===== src/design/dcache_cfg.svh =====
`ifndef DCACHE_CFG_SVH
`define DCACHE_CFG_SVH

// address and data word width
`define DCACHE_ADDR_W 32

// associativity
`define DCACHE_WAYS 2

// sets per way and words per line
`define DCACHE_SETS 64
`define DCACHE_LINE_WORDS 4

`endif


===== src/design/dcache_pkg.sv =====
`include "dcache_cfg.svh"

package dcache_pkg;

    localparam int unsigned INDEX_W  = $clog2(`DCACHE_SETS);
    localparam int unsigned OFFSET_W = $clog2(`DCACHE_LINE_WORDS * (`DCACHE_ADDR_W / 8));
    localparam int unsigned TAG_W    = `DCACHE_ADDR_W - INDEX_W - OFFSET_W;

    typedef logic [TAG_W-1:0]    tag_t;
    typedef logic [INDEX_W-1:0]  index_t;
    typedef logic [OFFSET_W-1:0] offset_t;

    typedef struct packed {
        tag_t    tag;
        index_t  index;
        offset_t offset; // byte in line
    } addr_t;

    typedef logic [`DCACHE_ADDR_W-1:0] word_t;
    typedef logic [`DCACHE_LINE_WORDS-1:0][`DCACHE_ADDR_W-1:0] line_t;

    typedef struct packed {
        logic valid;
        tag_t tag;
    } tagv_t;

    typedef logic [$clog2(`DCACHE_WAYS)-1:0] way_t;

    typedef enum logic [2:0] {LW, LH, LHU, LB, LBU} load_type_t;

    typedef enum logic [2:0] {
        IDLE,
        LOOKUP,
        STORE_WRITE,
        WB_REQ,
        WB_WAIT,
        MISS_REQ,
        REFILL,
        REFILL_DONE
    } ctrl_state_t;

endpackage


===== src/design/dcache_victim.sv =====
`include "dcache_cfg.svh"

module dcache_victim (
    input  logic                clk,
    input  logic                reset,
    input  dcache_pkg::index_t  index,
    input  logic                advance,
    output dcache_pkg::way_t    victim_way
);

    // one round-robin pointer per set
    dcache_pkg::way_t ptr [`DCACHE_SETS];

    always_ff @(posedge clk) begin
        if (reset) begin
            for (int i = 0; i < `DCACHE_SETS; i++) begin
                ptr[i] <= '0;
            end
        end else if (advance) begin
            ptr[index] <= ptr[index] + 1'b1; // wraps over the ways
        end
    end

    assign victim_way = ptr[index];

endmodule


===== config.mk =====
export PLATFORM = sky130hd
export DESIGN_NAME = dcache_victim
export DESIGN_NICKNAME = d
export VERILOG_FILES = /design/src/design/dcache_pkg.sv /design/src/design/dcache_victim.sv
export VERILOG_INCLUDE_DIRS = /design/src /design/src/design
export SDC_FILE = /design/constraint.sdc
export NUM_CORES = 1
export LEC_CHECK = 0
export BUFFER_PORTS_ARGS = -buffer_cell sky130_fd_sc_hd__buf_2
export CAP_MARGIN = 20
export CORE_UTILIZATION = 65
export CTS_BUF_LIST = sky130_fd_sc_hd__clkbuf_8
export DETAILED_ROUTE_END_ITERATION = 10
export GPL_TIMING_DRIVEN = 0
export PLACE_DENSITY = 0.9
export SLEW_MARGIN = 20
export SYNTH_ARGS = -nofsm -noshare
export SYNTH_HDL_FRONTEND = slang
export SYNTH_SLANG_ARGS = --single-unit
export TNS_END_PERCENT = 30

===== constraint.sdc =====
create_clock -name clk -period 2.3 [get_ports clk]
set_input_delay 0.46 -clock clk [delete_from_list [all_inputs] [get_ports clk]]
set_output_delay 0.46 -clock clk [all_outputs]
set_load 0.05 [all_outputs]

==> run_results.csv <==
group,metric,value,unit
global_route,grt.busiest_layer,"met2",
placed_design,dpl.hpwl,6430,um
synthesis,synth_most_common_cell,"nor2_1",
final_layout,area_delta_synth_final,10.1,%
final_layout,seqCellArea,1920,sq um
run_status,failed_checks,"negative setup slack",
synthesis,synthArstFlopShare,0,
synthesis,syn-num-nets,348,
setup_path,cp_max_fo,8,
clock_network,clock-sinks,64,
synthesis,synth_area_per_cell,11.0,sq um
floorplanning,core_area,5540,sq um
clock_network,htree_levels,3,
final_layout,layout-drive-gt1-share,0.179,
sta,worstMarginPinSlew,743,ps
sta,fin_worst_skew,6.55,ps
synthesis,synth_ff_type,"edfxtp_1",
global_route,gr-usage-met1,0.436,
synthesis,synth_area_leaders,"edfxtp_1 51%, nor2_1 7.6%, o21bai_1 6.2%",
worst_hold_path,holdCritPathClass,"primary input to register",
setup_path,cp_data_arrival_time,2180,ps
synthesis,synth_cells,339,
placed_design,pre_cts_slack,-334,ps
setup_path,critical_path_class,"primary input to output pin",
sta,fmax,379,MHz
floorplanning,row_count,27,
placed_design,gp_congestion,0.969,
floorplanning,io_pins,10,
global_route,antenna_found_initial,0,
sta,post-route-period-util,1.15,
clock_network,cts.hold.buffers_added,0,
flow_run,maxCapViolCount,0,
drt,final_antenna_net_count,0,
synthesis,synth_top_cells_by_count,"76 x nor2_1, 64 x edfxtp_1, 31 x o21bai_1",
drt,vias,2942,
clock_network,clkTransAtPathRegs,70,ps
final_layout,multi_input_area,1640,sq um
clock_network,worstSkewPairLatency,350,ps
sta,timing.slew.headroom,0.501,
sta,period_minus_slack,2640,ps
synthesis,synth_warnings,0,
final_layout,largest-register,"ptr",
synthesis,synth_cell_type_count,53,
final_layout,n_fill_cell,350,
sta,hold_viol_final,0,
drt,dr.pass1.iters,6,
drt,totalWireLength,9520,um
synthesis,synth_enable_flop_cells,64,
global_route,grt_pass1_vias,2837,
synthesis,ys_seq_elements,64,
run_status,outcome,"finished, violations left",
drt,wire_per_inst,21.8,um
sta,finalSetupViolations,1,
floorplanning,die_h,77.9,um
global_route,grt_overflow_total,0,
placed_design,port_buffers,4,
final_layout,n_antenna_cell,0,
pwr,p_per_area,625,nW/um^2
synthesis,yosysSeqAreaShare,0.514,
clock_network,numCtsBuffers,9,
sta,setup_ws,-341,ps
synthesis,yosysTopAreaCell,"edfxtp_1",
global_route,groute.layer.met2.usage,0.565,
floorplanning,start_util,0.675,
final_layout,largest_reg_flops,64,
synthesis,netlist.area_leader.share,0.514,
floorplanning,die_x,77.9,um
drt,drc,0,
drt,vias_per_cell,6.75,
drt,drt_iter0_markers,517,
global_route,grt_max_degree,11,
setup_path,end_kind,"output pin",
global_route,track_usage,0.351,
final_layout,nets,368,
final_layout,fin_util,0.743,
global_route,grt_pass1_wl,15200,um
sta,rsz0062_at_grt,"true",
clock_network,cts_buffer_depth,2,
clock_network,clockRootBuffer,"clkbuf_8",
global_route,grt_util_met3,0.0800,
final_layout,reg_top3,"ptr (64)",
clock_network,cts_tree,"yes",
pwr,ir_drop,0.423,mV
sta,slew_violations,0,
pwr,p_total,2.57,mW
setup_path,cp_data_required_time,1840,ps
setup_path,critPathLaunchType,"primary input",
synthesis,synth_area,3740,sq um
floorplanning,die-area,6060,sq um
pwr,power.leakage,1.52,nW
-- critical path, cell delays in order --
cell and delay [ps]:
buf_12 120, nand2b_1 320, a211oi_1 450, nor4_1 110
nor4_2 320, nand4b_1 190, buf_6 200
-- layout by cell type, fill, tap and decap left out, types with 3 or more instances in the layout --
cell type	count
nand3_1	9
clkbuf_1	12
buf_2	14
nor2_1	76
buf_4	7
nand2_1	13
nor3_1	3
buf_6	4
nand3b_1	3
a21o_1	30
o21bai_1	31
clkbuf_8	9
mux4_2	4
nor3_2	3
nand2b_1	7
mux2i_1	11
edfxtp_1	64
nor2b_1	3
inv_1	3
-- logic make-up after synthesis --
group,synth area share
compound gates,0.165
buf+inv,0.0548
flops,0.514
mux,0.0799
simple gates,0.186
-- metrics by stage --
stage                     cell area (sq um)  hold WS [ps]  cells  TNS (ps)
after floorplan                        3740           712    339      -242
after global routing                   4120           527    436      -457
final                                  4120           526    436      -341
after CTS                              4090           519    435      -281
after global placement                 3850           757    415     -1080
after detailed placement               3850           759    415     -1130
-- what timing repair did --
| item | CTS | global route |
|---|---|---|
| setup endpoints to repair | 1 | 3 |
| buffers inserted | 4 | 1 |
| hold endpoints to repair | 0 | 0 |
| pin swaps | 5 | 2 |
| resized for setup | 8 | 2 |
-- routing by layer --
layer / vias to the layer above / routed length (um)
li1: 1282 / -
met4: 0 / 589
met5: - / 0
met1: 1378 / 3440
met2: 217 / 4580
met3: 65 / 901
-- worst paths after layout --
kind | start | end | slack [ps] | cells after the start
min reg2reg | ptr[36] | ptr[38] | 810 | 3
max | index[1] | victim_way | -340 | 7
min | advance | ptr[21] | 530 | 2
max reg2reg | ptr[25] | ptr[25] | 480 | 6
-- where the power goes --
part	internal, mW	total (mW)	switching (mW)
logic	0.134	0.336	0.202
registers	1.32	1.33	0.0130
clock network	0.481	0.902	0.421
total	1.94	2.57	0.636
-- final cells by class --
type | count | area share
inverter | 1 | 0.000912
tap | 72 | 0.0219
clock inverter | 7 | 0.0134
timing repair buffer | 9 | 0.0155
sequential | 64 | 0.467
buffer | 33 | 0.0541
clock buffer | 9 | 0.0301
multi-input combinational | 241 | 0.397
(Power assumes the default switching activity.)
