[config.mk]
export PLATFORM = sky130hd
export DESIGN_NAME = dcache_ctrl_flat
export DESIGN_NICKNAME = d
export VERILOG_FILES = /design/src/design/dcache_pkg.sv /design/src/design/dcache_ctrl_if.sv /design/src/design/dcache_ctrl.sv /design/src/flat_wrapper.sv
export VERILOG_INCLUDE_DIRS = /design/src /design/src/design
export SDC_FILE = /design/constraint.sdc
export NUM_CORES = 1
export LEC_CHECK = 0
export BUFFER_PORTS_ARGS = -buffer_cell sky130_fd_sc_hd__buf_2
export CORE_AREA = 2 2 39 41
export DETAILED_ROUTE_END_ITERATION = 8
export DIE_AREA = 0 0 41 43
export GPL_TIMING_DRIVEN = 0
export PLACE_DENSITY_LB_ADDON = 0.05
export SYNTH_ARGS = -nofsm -noshare
export SYNTH_HDL_FRONTEND = slang
export SYNTH_SLANG_ARGS = --single-unit
[constraint.sdc]
create_clock -name clk -period 2.1 [get_ports clk]
set_input_delay 0.42 -clock clk [delete_from_list [all_inputs] [get_ports clk]]
set_output_delay 0.42 -clock clk [all_outputs]
set_load 0.05 [all_outputs]
[src/design/dcache_cfg.svh]
`ifndef DCACHE_CFG_SVH
`define DCACHE_CFG_SVH

// address and data word width
`define DCACHE_ADDR_W 32

// associativity
`define DCACHE_WAYS 2

// sets per way and words per line
`define DCACHE_SETS 64
`define DCACHE_LINE_WORDS 4

`endif

[src/design/dcache_pkg.sv]
`include "dcache_cfg.svh"

package dcache_pkg;

    localparam int unsigned INDEX_W  = $clog2(`DCACHE_SETS);
    localparam int unsigned OFFSET_W = $clog2(`DCACHE_LINE_WORDS * (`DCACHE_ADDR_W / 8));
    localparam int unsigned TAG_W    = `DCACHE_ADDR_W - INDEX_W - OFFSET_W;

    typedef logic [TAG_W-1:0]    tag_t;
    typedef logic [INDEX_W-1:0]  index_t;
    typedef logic [OFFSET_W-1:0] offset_t;

    typedef struct packed {
        tag_t    tag;
        index_t  index;
        offset_t offset; // byte in line
    } addr_t;

    typedef logic [`DCACHE_ADDR_W-1:0] word_t;
    typedef logic [`DCACHE_LINE_WORDS-1:0][`DCACHE_ADDR_W-1:0] line_t;

    typedef struct packed {
        logic valid;
        tag_t tag;
    } tagv_t;

    typedef logic [$clog2(`DCACHE_WAYS)-1:0] way_t;

    typedef enum logic [2:0] {LW, LH, LHU, LB, LBU} load_type_t;

    typedef enum logic [2:0] {
        IDLE,
        LOOKUP,
        STORE_WRITE,
        WB_REQ,
        WB_WAIT,
        MISS_REQ,
        REFILL,
        REFILL_DONE
    } ctrl_state_t;

endpackage

[src/design/dcache_ctrl_if.sv]
interface dcache_ctrl_if;

    logic accept;       // capture request this edge
    logic fill_en;      // write returned line into victim way
    logic store_en;     // write merged line into hit way
    logic hold_index;   // arrays use held index
    logic lookup_hit;
    logic victim_dirty;
    logic req_is_store;

    modport ctrl (
        output accept,
        output fill_en,
        output store_en,
        output hold_index,
        input  lookup_hit,
        input  victim_dirty,
        input  req_is_store
    );

    modport dp (
        input  accept,
        input  fill_en,
        input  store_en,
        input  hold_index,
        output lookup_hit,
        output victim_dirty,
        output req_is_store
    );

endinterface

[src/design/dcache_ctrl.sv]
module dcache_ctrl (
    input  logic          clk,
    input  logic          reset,
    input  logic          req_valid,
    dcache_ctrl_if.ctrl   ctrl_if,
    input  logic          mem_rd_ready,
    input  logic          mem_ret_valid,
    input  logic          mem_wr_ready,
    input  logic          mem_wr_done,
    output logic          busy,
    output logic          resp_valid,
    output logic          mem_rd_req,
    output logic          mem_wr_req
);

    dcache_pkg::ctrl_state_t state;
    dcache_pkg::ctrl_state_t state_next;

    always_ff @(posedge clk) begin
        if (reset) begin
            state <= dcache_pkg::IDLE;
        end else begin
            state <= state_next;
        end
    end

    always_comb begin
        state_next = state;
        case (state)
            dcache_pkg::IDLE: begin
                if (req_valid) begin
                    state_next = dcache_pkg::LOOKUP;
                end
            end
            dcache_pkg::LOOKUP: begin
                if (ctrl_if.lookup_hit) begin
                    state_next = ctrl_if.req_is_store ? dcache_pkg::STORE_WRITE
                                                      : dcache_pkg::IDLE;
                end else if (ctrl_if.victim_dirty) begin
                    state_next = dcache_pkg::WB_REQ; // evict first
                end else begin
                    state_next = dcache_pkg::MISS_REQ;
                end
            end
            dcache_pkg::STORE_WRITE: begin
                state_next = dcache_pkg::IDLE;
            end
            dcache_pkg::WB_REQ: begin
                if (mem_wr_ready) begin
                    state_next = dcache_pkg::WB_WAIT;
                end
            end
            dcache_pkg::WB_WAIT: begin
                if (mem_wr_done) begin
                    state_next = dcache_pkg::MISS_REQ;
                end
            end
            dcache_pkg::MISS_REQ: begin
                if (mem_rd_ready) begin
                    state_next = dcache_pkg::REFILL;
                end
            end
            dcache_pkg::REFILL: begin
                if (mem_ret_valid) begin
                    state_next = dcache_pkg::REFILL_DONE;
                end
            end
            dcache_pkg::REFILL_DONE: begin
                state_next = dcache_pkg::LOOKUP; // arrays re-read so it hits
            end
            default: begin
                state_next = dcache_pkg::IDLE;
            end
        endcase
    end

    assign busy       = (state != dcache_pkg::IDLE);
    assign resp_valid = (state == dcache_pkg::LOOKUP) && ctrl_if.lookup_hit;
    assign mem_rd_req = (state == dcache_pkg::MISS_REQ);
    assign mem_wr_req = (state == dcache_pkg::WB_REQ);

    assign ctrl_if.accept     = (state == dcache_pkg::IDLE) && req_valid;
    assign ctrl_if.hold_index = (state != dcache_pkg::IDLE);
    assign ctrl_if.store_en   = (state == dcache_pkg::STORE_WRITE);
    assign ctrl_if.fill_en    = (state == dcache_pkg::REFILL) && mem_ret_valid;

endmodule

[src/flat_wrapper.sv]
// flat-port wrapper written by rule: the top's interface ports become plain ports
module dcache_ctrl_flat 
  (clk, reset, req_valid, mem_rd_ready, mem_ret_valid, mem_wr_ready, mem_wr_done, busy, resp_valid, mem_rd_req, mem_wr_req, ctrl_if_accept, ctrl_if_fill_en, ctrl_if_store_en, ctrl_if_hold_index, ctrl_if_lookup_hit, ctrl_if_victim_dirty, ctrl_if_req_is_store);
  dcache_ctrl_if ctrl_if_i ();
  input  logic clk;
  input  logic reset;
  input  logic req_valid;
  input  logic mem_rd_ready;
  input  logic mem_ret_valid;
  input  logic mem_wr_ready;
  input  logic mem_wr_done;
  output logic busy;
  output logic resp_valid;
  output logic mem_rd_req;
  output logic mem_wr_req;
  output wire logic [$bits(ctrl_if_i.accept)-1:0] ctrl_if_accept;
  output wire logic [$bits(ctrl_if_i.fill_en)-1:0] ctrl_if_fill_en;
  output wire logic [$bits(ctrl_if_i.store_en)-1:0] ctrl_if_store_en;
  output wire logic [$bits(ctrl_if_i.hold_index)-1:0] ctrl_if_hold_index;
  input wire logic [$bits(ctrl_if_i.lookup_hit)-1:0] ctrl_if_lookup_hit;
  input wire logic [$bits(ctrl_if_i.victim_dirty)-1:0] ctrl_if_victim_dirty;
  input wire logic [$bits(ctrl_if_i.req_is_store)-1:0] ctrl_if_req_is_store;
  assign ctrl_if_accept = ctrl_if_i.accept;
  assign ctrl_if_fill_en = ctrl_if_i.fill_en;
  assign ctrl_if_store_en = ctrl_if_i.store_en;
  assign ctrl_if_hold_index = ctrl_if_i.hold_index;
  assign ctrl_if_i.lookup_hit = ctrl_if_lookup_hit;
  assign ctrl_if_i.victim_dirty = ctrl_if_victim_dirty;
  assign ctrl_if_i.req_is_store = ctrl_if_req_is_store;
  dcache_ctrl u_core (.clk(clk), .reset(reset), .req_valid(req_valid), .ctrl_if(ctrl_if_i), .mem_rd_ready(mem_rd_ready), .mem_ret_valid(mem_ret_valid), .mem_wr_ready(mem_wr_ready), .mem_wr_done(mem_wr_done), .busy(busy), .resp_valid(resp_valid), .mem_rd_req(mem_rd_req), .mem_wr_req(mem_wr_req));
endmodule
==> flow_summary_export.csv, run 1 <==
group,metric,value,unit
timing,tightest_slew,0.3831,ns
clock_network,path_clk_slew,0.04,ns
global_route,grt_max_degree,11,
hold_path,whs_path_depth,2,
critical_path,arrival,1.55,ns
critical_path,crit_type,"reg2out",
power,ir_drop,494.0,uV
place,place_congestion,0.6328,
synthesis,syn_inst,43,
clock_network,cts-root-buf,"clkbuf_4",
critical_path,r2r_slack,0.70,ns
timing,skew,0.004515,ns
routing,final_antenna_net_count,0,
timing,drv_slew,0,
clock_network,htreeDepth,1,
synthesis,synth_edf_count,0,
hold_path,holdCritStartpoint,"reset",
hold_path,hold_class,"in2reg",
synthesis,synth.distinct_cells,27,
clock_network,holdBufCountCts,0,
clock_network,cts_buffers,3,
synthesis,synthArstFlopShare,0,%
floorplanning,dieArea,0.001763,sq mm
timing,hold_slack,0.4077,ns
routing,routedWlPerCell,10.10,um
timing,rsz0062_at_grt,"false",
timing,slew_headroom,74.29,%
global_route,grt_overflow_total,0,
layout,reg_top3,"u_core.state: 3 flops",
synthesis,ys_seq_area_share,16.84,%
global_route,grt.total_usage,10.13,%
global_route,antenna_found_initial,0,
layout,antenna_cells,0,
clock_network,cts.sinks,3,
synthesis,ys.flop_type,"dfxtp_1",
place,preCtsSetupSlack,0.3697,ns
power,power_density,1759,mW/mm^2
layout,syn_to_final_growth,39.30,%
layout,largest_register,"u_core.state",
global_route,grt_pass1_vias,325,
layout,drive_above_1_share,48.44,%
clock_network,post_cts_resized,0,
critical_path,start_kind,"flip-flop",
routing,route.detailed.drc,0,
layout,largest_register_ffs,3,
floorplanning,initial_core_util,25.77,%
routing,vias,375,
timing,hold_viol_final,0,
timing,setup_slack,0.1331,ns
layout,n_fill_cell,149,
timing,period_share,93.66,%
floorplanning,die_y,43,um
outcome,status,"complete, no violations",
synthesis,ys_warn_count,0,
power,p_leak,0.2293,nW
synthesis,netlist_area,356.6,sq um
timing,setup-violations-final,0,
floorplanning,fp.dieW,41,um
floorplanning,io_pins,18,
routing,via_per_inst,4.688,
critical_path,cp_max_fo,10,
timing,timing.fmax,508.4,MHz
synthesis,synth-seq-cells,3,
synthesis,syn_area_per_cell,8.293,sq um
routing,dr.pass1.iters,4,
floorplanning,core,0.001384,sq mm
power,power.total,0.0008739,W
global_route,grt_pass1_wl,1.228,mm
place,dp_hpwl,626.1,um
flow_run,drv_cap,0,
clock_network,post_cts_buffers,0,
critical_path,r2r_end,"u_core.state[0]",
floorplanning,rows,14,
synthesis,syn_nets,53,
routing,drt_wl_total,808,um
critical_path,worstRegToRegCells,5,
critical_path,critical_path_required,1.68,ns
clock_network,tritoncts,"yes",
clock_network,clock_latency,0.23,ns
timing,post-route-min-period,1.967,ns
routing,drt_iter0_markers,4,
layout,nets,75,
clock_network,cts.path.max_buffers,2,
timing,setup-tns-final,0,ns
critical_path,r2r_start,"u_core.state[1]",
critical_path,crit_path_end_kind,"primary output",
hold_path,min_to,"u_core.state[1]",
place,port_buffers,17,
metrics by stage:
step	instance area (sq um)	cells	utilization, %
global placement	470.5	76	34.00
CTS	496.7	80	35.90
detailed placement	470.5	76	34.00
floorplan	365.4	43	-
finish	496.7	80	35.90
global route	496.7	80	35.90
power by group:
part / total (W) / internal, W / leakage, nW / switching, W
combinational: 0.000673 / 0.000236 / 0.190 / 0.000437
sequential: 0.000102 / 0.0000825 / 0.0248 / 0.0000195
clock: 0.0000993 / 0.0000711 / 0.0150 / 0.0000282
total: 0.000874 / 0.000390 / 0.229 / 0.000484
layout make-up:
class                      count  area [sq um]  area share [%]
sequential                     3         60.06           12.09
timing repair buffer          17         85.08           17.13
buffer                         5         55.05           11.08
tap                           16         20.02           4.030
inverter                       3         11.26           2.267
clock buffer                   4         26.28           5.290
multi-input combinational     32         239.0           48.11
worst max-delay path, stage by stage (launching register included):
cell and delay [ns]:
dfxtp_1 0.30, buf_6 0.13, clkbuf_8 0.15, or3_1 0.39, buf_4 0.15, buf_2 0.20
synthesized netlist by cell type, types with 2 or more instances:
library cell  instances  area [sq um]
nand2_1               3         11.26
dfxtp_1               3         60.06
inv_1                 3         11.26
a311oi_1              2         17.52
nor3_1                2         10.01
buf_6                 3         33.78
a21oi_1               3         15.01
nor2_1                3         11.26
o21ai_0               2         10.01
mux2i_1               2         20.02
per-layer routing:
| layer | vias to the layer above | wire, um | GRT usage (%) |
|---|---|---|---|
| li1 | 199 | - | - |
| met1 | 165 | 365 | 11.86 |
| met2 | 11 | 397 | 15.31 |
| met3 | 0 | 44 | 3.141 |
| met4 | 0 | 0 | 6.000 |
| met5 | - | 0 | 0 |
kinds of logic (layout without fill, tap and decap cells):
kind of cell           Yosys count  after routing  share of synthesized area (%)
multiplexers                     2              2                          5.614
AO/OA/AOI/OAI                   11             11                          20.00
buffers and inverters            8             29                          18.60
XOR/XNOR                         1              1                          2.457
flip-flops                       3              3                          16.84
AND/OR/NAND/NOR                 18             18                          36.49
worst max path at each step:
stage,from,to,slack (ns)
after global routing,u_core.state[1],ctrl_if_accept,0.07
after global placement,u_core.state[1],ctrl_if_hold_index,0.37
after CTS,u_core.state[1],ctrl_if_hold_index,0.12
after detailed placement,u_core.state[1],ctrl_if_hold_index,0.37
final,u_core.state[1],ctrl_if_hold_index,0.13
after floorplan,u_core.state[1],ctrl_if_accept,0.01
cells in the final DEF (no fill, tap or decap), types with 3 or more instances in the layout:
| cell | instances |
|---|---|
| inv_1 | 3 |
| nand2_1 | 3 |
| buf_6 | 3 |
| a21oi_1 | 3 |
| clkbuf_4 | 3 |
| buf_2 | 17 |
| dfxtp_1 | 3 |
No activity file was read; power rests on OpenSTA's default activity.
==> run 2: changes to the inputs <==
--- a/config.mk
+++ b/config.mk
@@ -6,6 +6,7 @@
 export SDC_FILE = /design/constraint.sdc
 export NUM_CORES = 1
 export LEC_CHECK = 0
+export ABC_AREA = 1
 export BUFFER_PORTS_ARGS = -buffer_cell sky130_fd_sc_hd__buf_2
 export CORE_AREA = 2 2 39 41
 export DETAILED_ROUTE_END_ITERATION = 8
==> run 2 against run 1 <==
  * Synthesized area is 3.2% higher
  * Largest power group unchanged
  * Clock skew is 0.0042 ns lower
  * Clock power is 0.5% lower
  * Clock-buffer cell count stayed put
  * Power is 17% lower
  * Die area stayed put
  * Sequential cell count stayed put
  * Critical path type unchanged
  * Non-clock buffer count is 2 lower
  * Register-to-register slack better by 0.16 ns
==> flow_summary_export.csv, run 2 <==
group,metric,value,unit
synthesis,synthArstFlopShare,0,%
routing,final_antenna_net_count,0,
layout,antenna_cells,0,
synthesis,synth.distinct_cells,16,
synthesis,ys.flop_type,"dfxtp_1",
layout,nets,100,
critical_path,crit_path_end_kind,"primary output",
global_route,grt_overflow_total,0,
critical_path,arrival,1.27,ns
timing,slew_headroom,81.61,%
layout,largest_register,"u_core.state",
hold_path,hold_class,"in2reg",
timing,setup-violations-final,0,
critical_path,worstRegToRegCells,7,
floorplanning,core,0.001384,sq mm
clock_network,post_cts_buffers,0,
routing,routedWlPerCell,7.781,um
synthesis,netlist_area,367.9,sq um
power,power_density,1451,mW/mm^2
layout,reg_top3,"u_core.state: 3 flops",
critical_path,crit_path_start,"u_core.state[1]",
critical_path,cp_max_fo,7,
flow_run,drv_cap,0,
hold_path,whs_path_depth,4,
synthesis,synth-seq-cells,3,
timing,drv_slew,0,
floorplanning,initial_core_util,26.58,%
routing,via_per_inst,4.162,
outcome,status,"complete, no violations",
synthesis,synth_top_area_share,17.35,%
synthesis,yosys-top-cells-area,"nor2_1 17%, dfxtp_1 16%, nand2_1 13%, nand3_1 12%, inv_1 12%",
clock_network,holdBufCountCts,0,
place,dp_hpwl,696.9,um
routing,drt_wl_total,817,um
timing,setup-tns-final,0,ns
clock_network,htreeDepth,1,
timing,period_share,80.40,%
routing,dr.pass1.iters,4,
timing,tightest_slew,0.2754,ns
timing,timing.fmax,592.3,MHz
timing,hold_viol_final,0,
synthesis,synth_common_cells,"17 x nor2_1, 13 x nand2_1, 12 x inv_1, 9 x nand3_1, 3 x dfxtp_1",
synthesis,synth_edf_count,0,
synthesis,synth_top_family_by_area,"simple AND/OR/NAND/NOR gates",
floorplanning,fp.dieW,41,um
place,port_buffers,17,
layout,final_util,36.08,%
clock_network,cts.sinks,3,
synthesis,yosys.area_share.adder,0,%
clock_network,cts_buffers,3,
critical_path,start_kind,"flip-flop",
synthesis,synth.largest_area_cell,"nor2_1",
synthesis,synth-xor-area-share,0,%
timing,skew,0.0002881,ns
critical_path,crit_type,"reg2out",
place,place_congestion,0.7218,
floorplanning,die_y,43,um
clock_network,cts-root-buf,"clkbuf_4",
floorplanning,dieArea,0.001763,sq mm
synthesis,ys_seq_area_share,16.33,%
clock_network,cts.path.max_buffers,2,
synthesis,synth_most_common_cell,"nor2_1",
hold_path,holdCritStartpoint,"reset",
synthesis,syn_area_per_cell,5.410,sq um
routing,drt_iter0_markers,3,
global_route,grt.total_usage,10.52,%
global_route,grt_max_degree,10,
layout,drive_above_1_share,34.83,%
synthesis,synth-simple-area-share,58.50,%
synthesis,synth_compound_area_share,3.741,%
layout,syn_to_final_growth,35.71,%
timing,post-route-min-period,1.688,ns
layout,largest_register_ffs,3,
clock_network,path_clk_slew,0.03,ns
floorplanning,io_pins,18,
clock_network,post_cts_resized,0,
clock_network,tritoncts,"yes",
power,p_leak,0.3245,nW
global_route,grt_pass1_vias,338,
clock_network,clock_latency,0.23,ns
global_route,grt_pass1_wl,1.290,mm
synthesis,ys_warn_count,0,
timing,rsz0062_at_grt,"false",
critical_path,critical_path_required,1.68,ns
synthesis,synth.mux.area_fraction,0,%
global_route,antenna_found_initial,0,
layout,mostFrequentLayoutCells,"17 x nor2_1, 17 x buf_2, 13 x nand2_1",
critical_path,r2r_start,"u_core.state[1]",
power,ir_drop,509.4,uV
synthesis,syn_inst,68,
synthesis,syn_nets,78,
routing,route.detailed.drc,0,
routing,vias,437,
floorplanning,rows,14,
-- run 2: worst paths after layout --
kind | slack [ns] | end
max | 0.41 | ctrl_if_hold_index
min | 0.45 | u_core.state[1]
max reg2reg | 0.86 | u_core.state[2]
min reg2reg | 0.60 | u_core.state[1]
-- run 2: critical path: stages (launching register included) --
cell and delay, ns:
dfxtp_1 0.47, nor2_1 0.12, nand2_1 0.10, buf_4 0.10, buf_2 0.24
-- run 2: layout make-up --
class                           instances  area (sq um)
Tap cell                               16         20.02
Buffer                                  3         30.03
Clock buffer                            4         26.28
Inverter                               13         48.80
Sequential cell                         3         60.06
Fill cell                             162         884.6
Multi-Input combinational cell         49         229.0
Timing Repair Buffer                   17         85.08
-- run 2: power breakdown --
part / total, W / switching [W] / internal (W)
clock: 0.0000988 / 0.0000277 / 0.0000711
combinational: 0.000529 / 0.000368 / 0.000161
sequential: 0.0000968 / 0.0000181 / 0.0000787
total: 0.000724 / 0.000414 / 0.000311
-- run 2: layer usage --
layer	GRT usage [%]	share of wire [%]	vias up
li1	-	-	247
met1	14.38	49	178
met2	15.00	42	12
met3	6.283	8.0	0
met4	0	0	0
met5	0	0	-
-- run 2: cells by family (layout without fill, tap and decap cells) --
family          count (synthesis)  count (layout)
buf+inv                        16              37
flops                           3               3
compound gates                  2               2
simple gates                   47              47
-- run 2: metrics by stage --
step / instance area (sq um) / cells / power [W] / worst slack (ns) / hold WS, ns
after CTS: 499.2 / 105 / 0.0007374 / 0.3997 / 0.4413
after detailed placement: 473.0 / 101 / 0.0006318 / 0.6546 / 0.5936
after global routing: 499.2 / 105 / 0.0007973 / 0.2916 / 0.4667
after global placement: 473.0 / 101 / 0.0006345 / 0.6563 / 0.5918
final: 499.2 / 105 / 0.0007244 / 0.4116 / 0.4453
after floorplan: 367.9 / 68 / 0.0005363 / 0.009869 / 0.5357
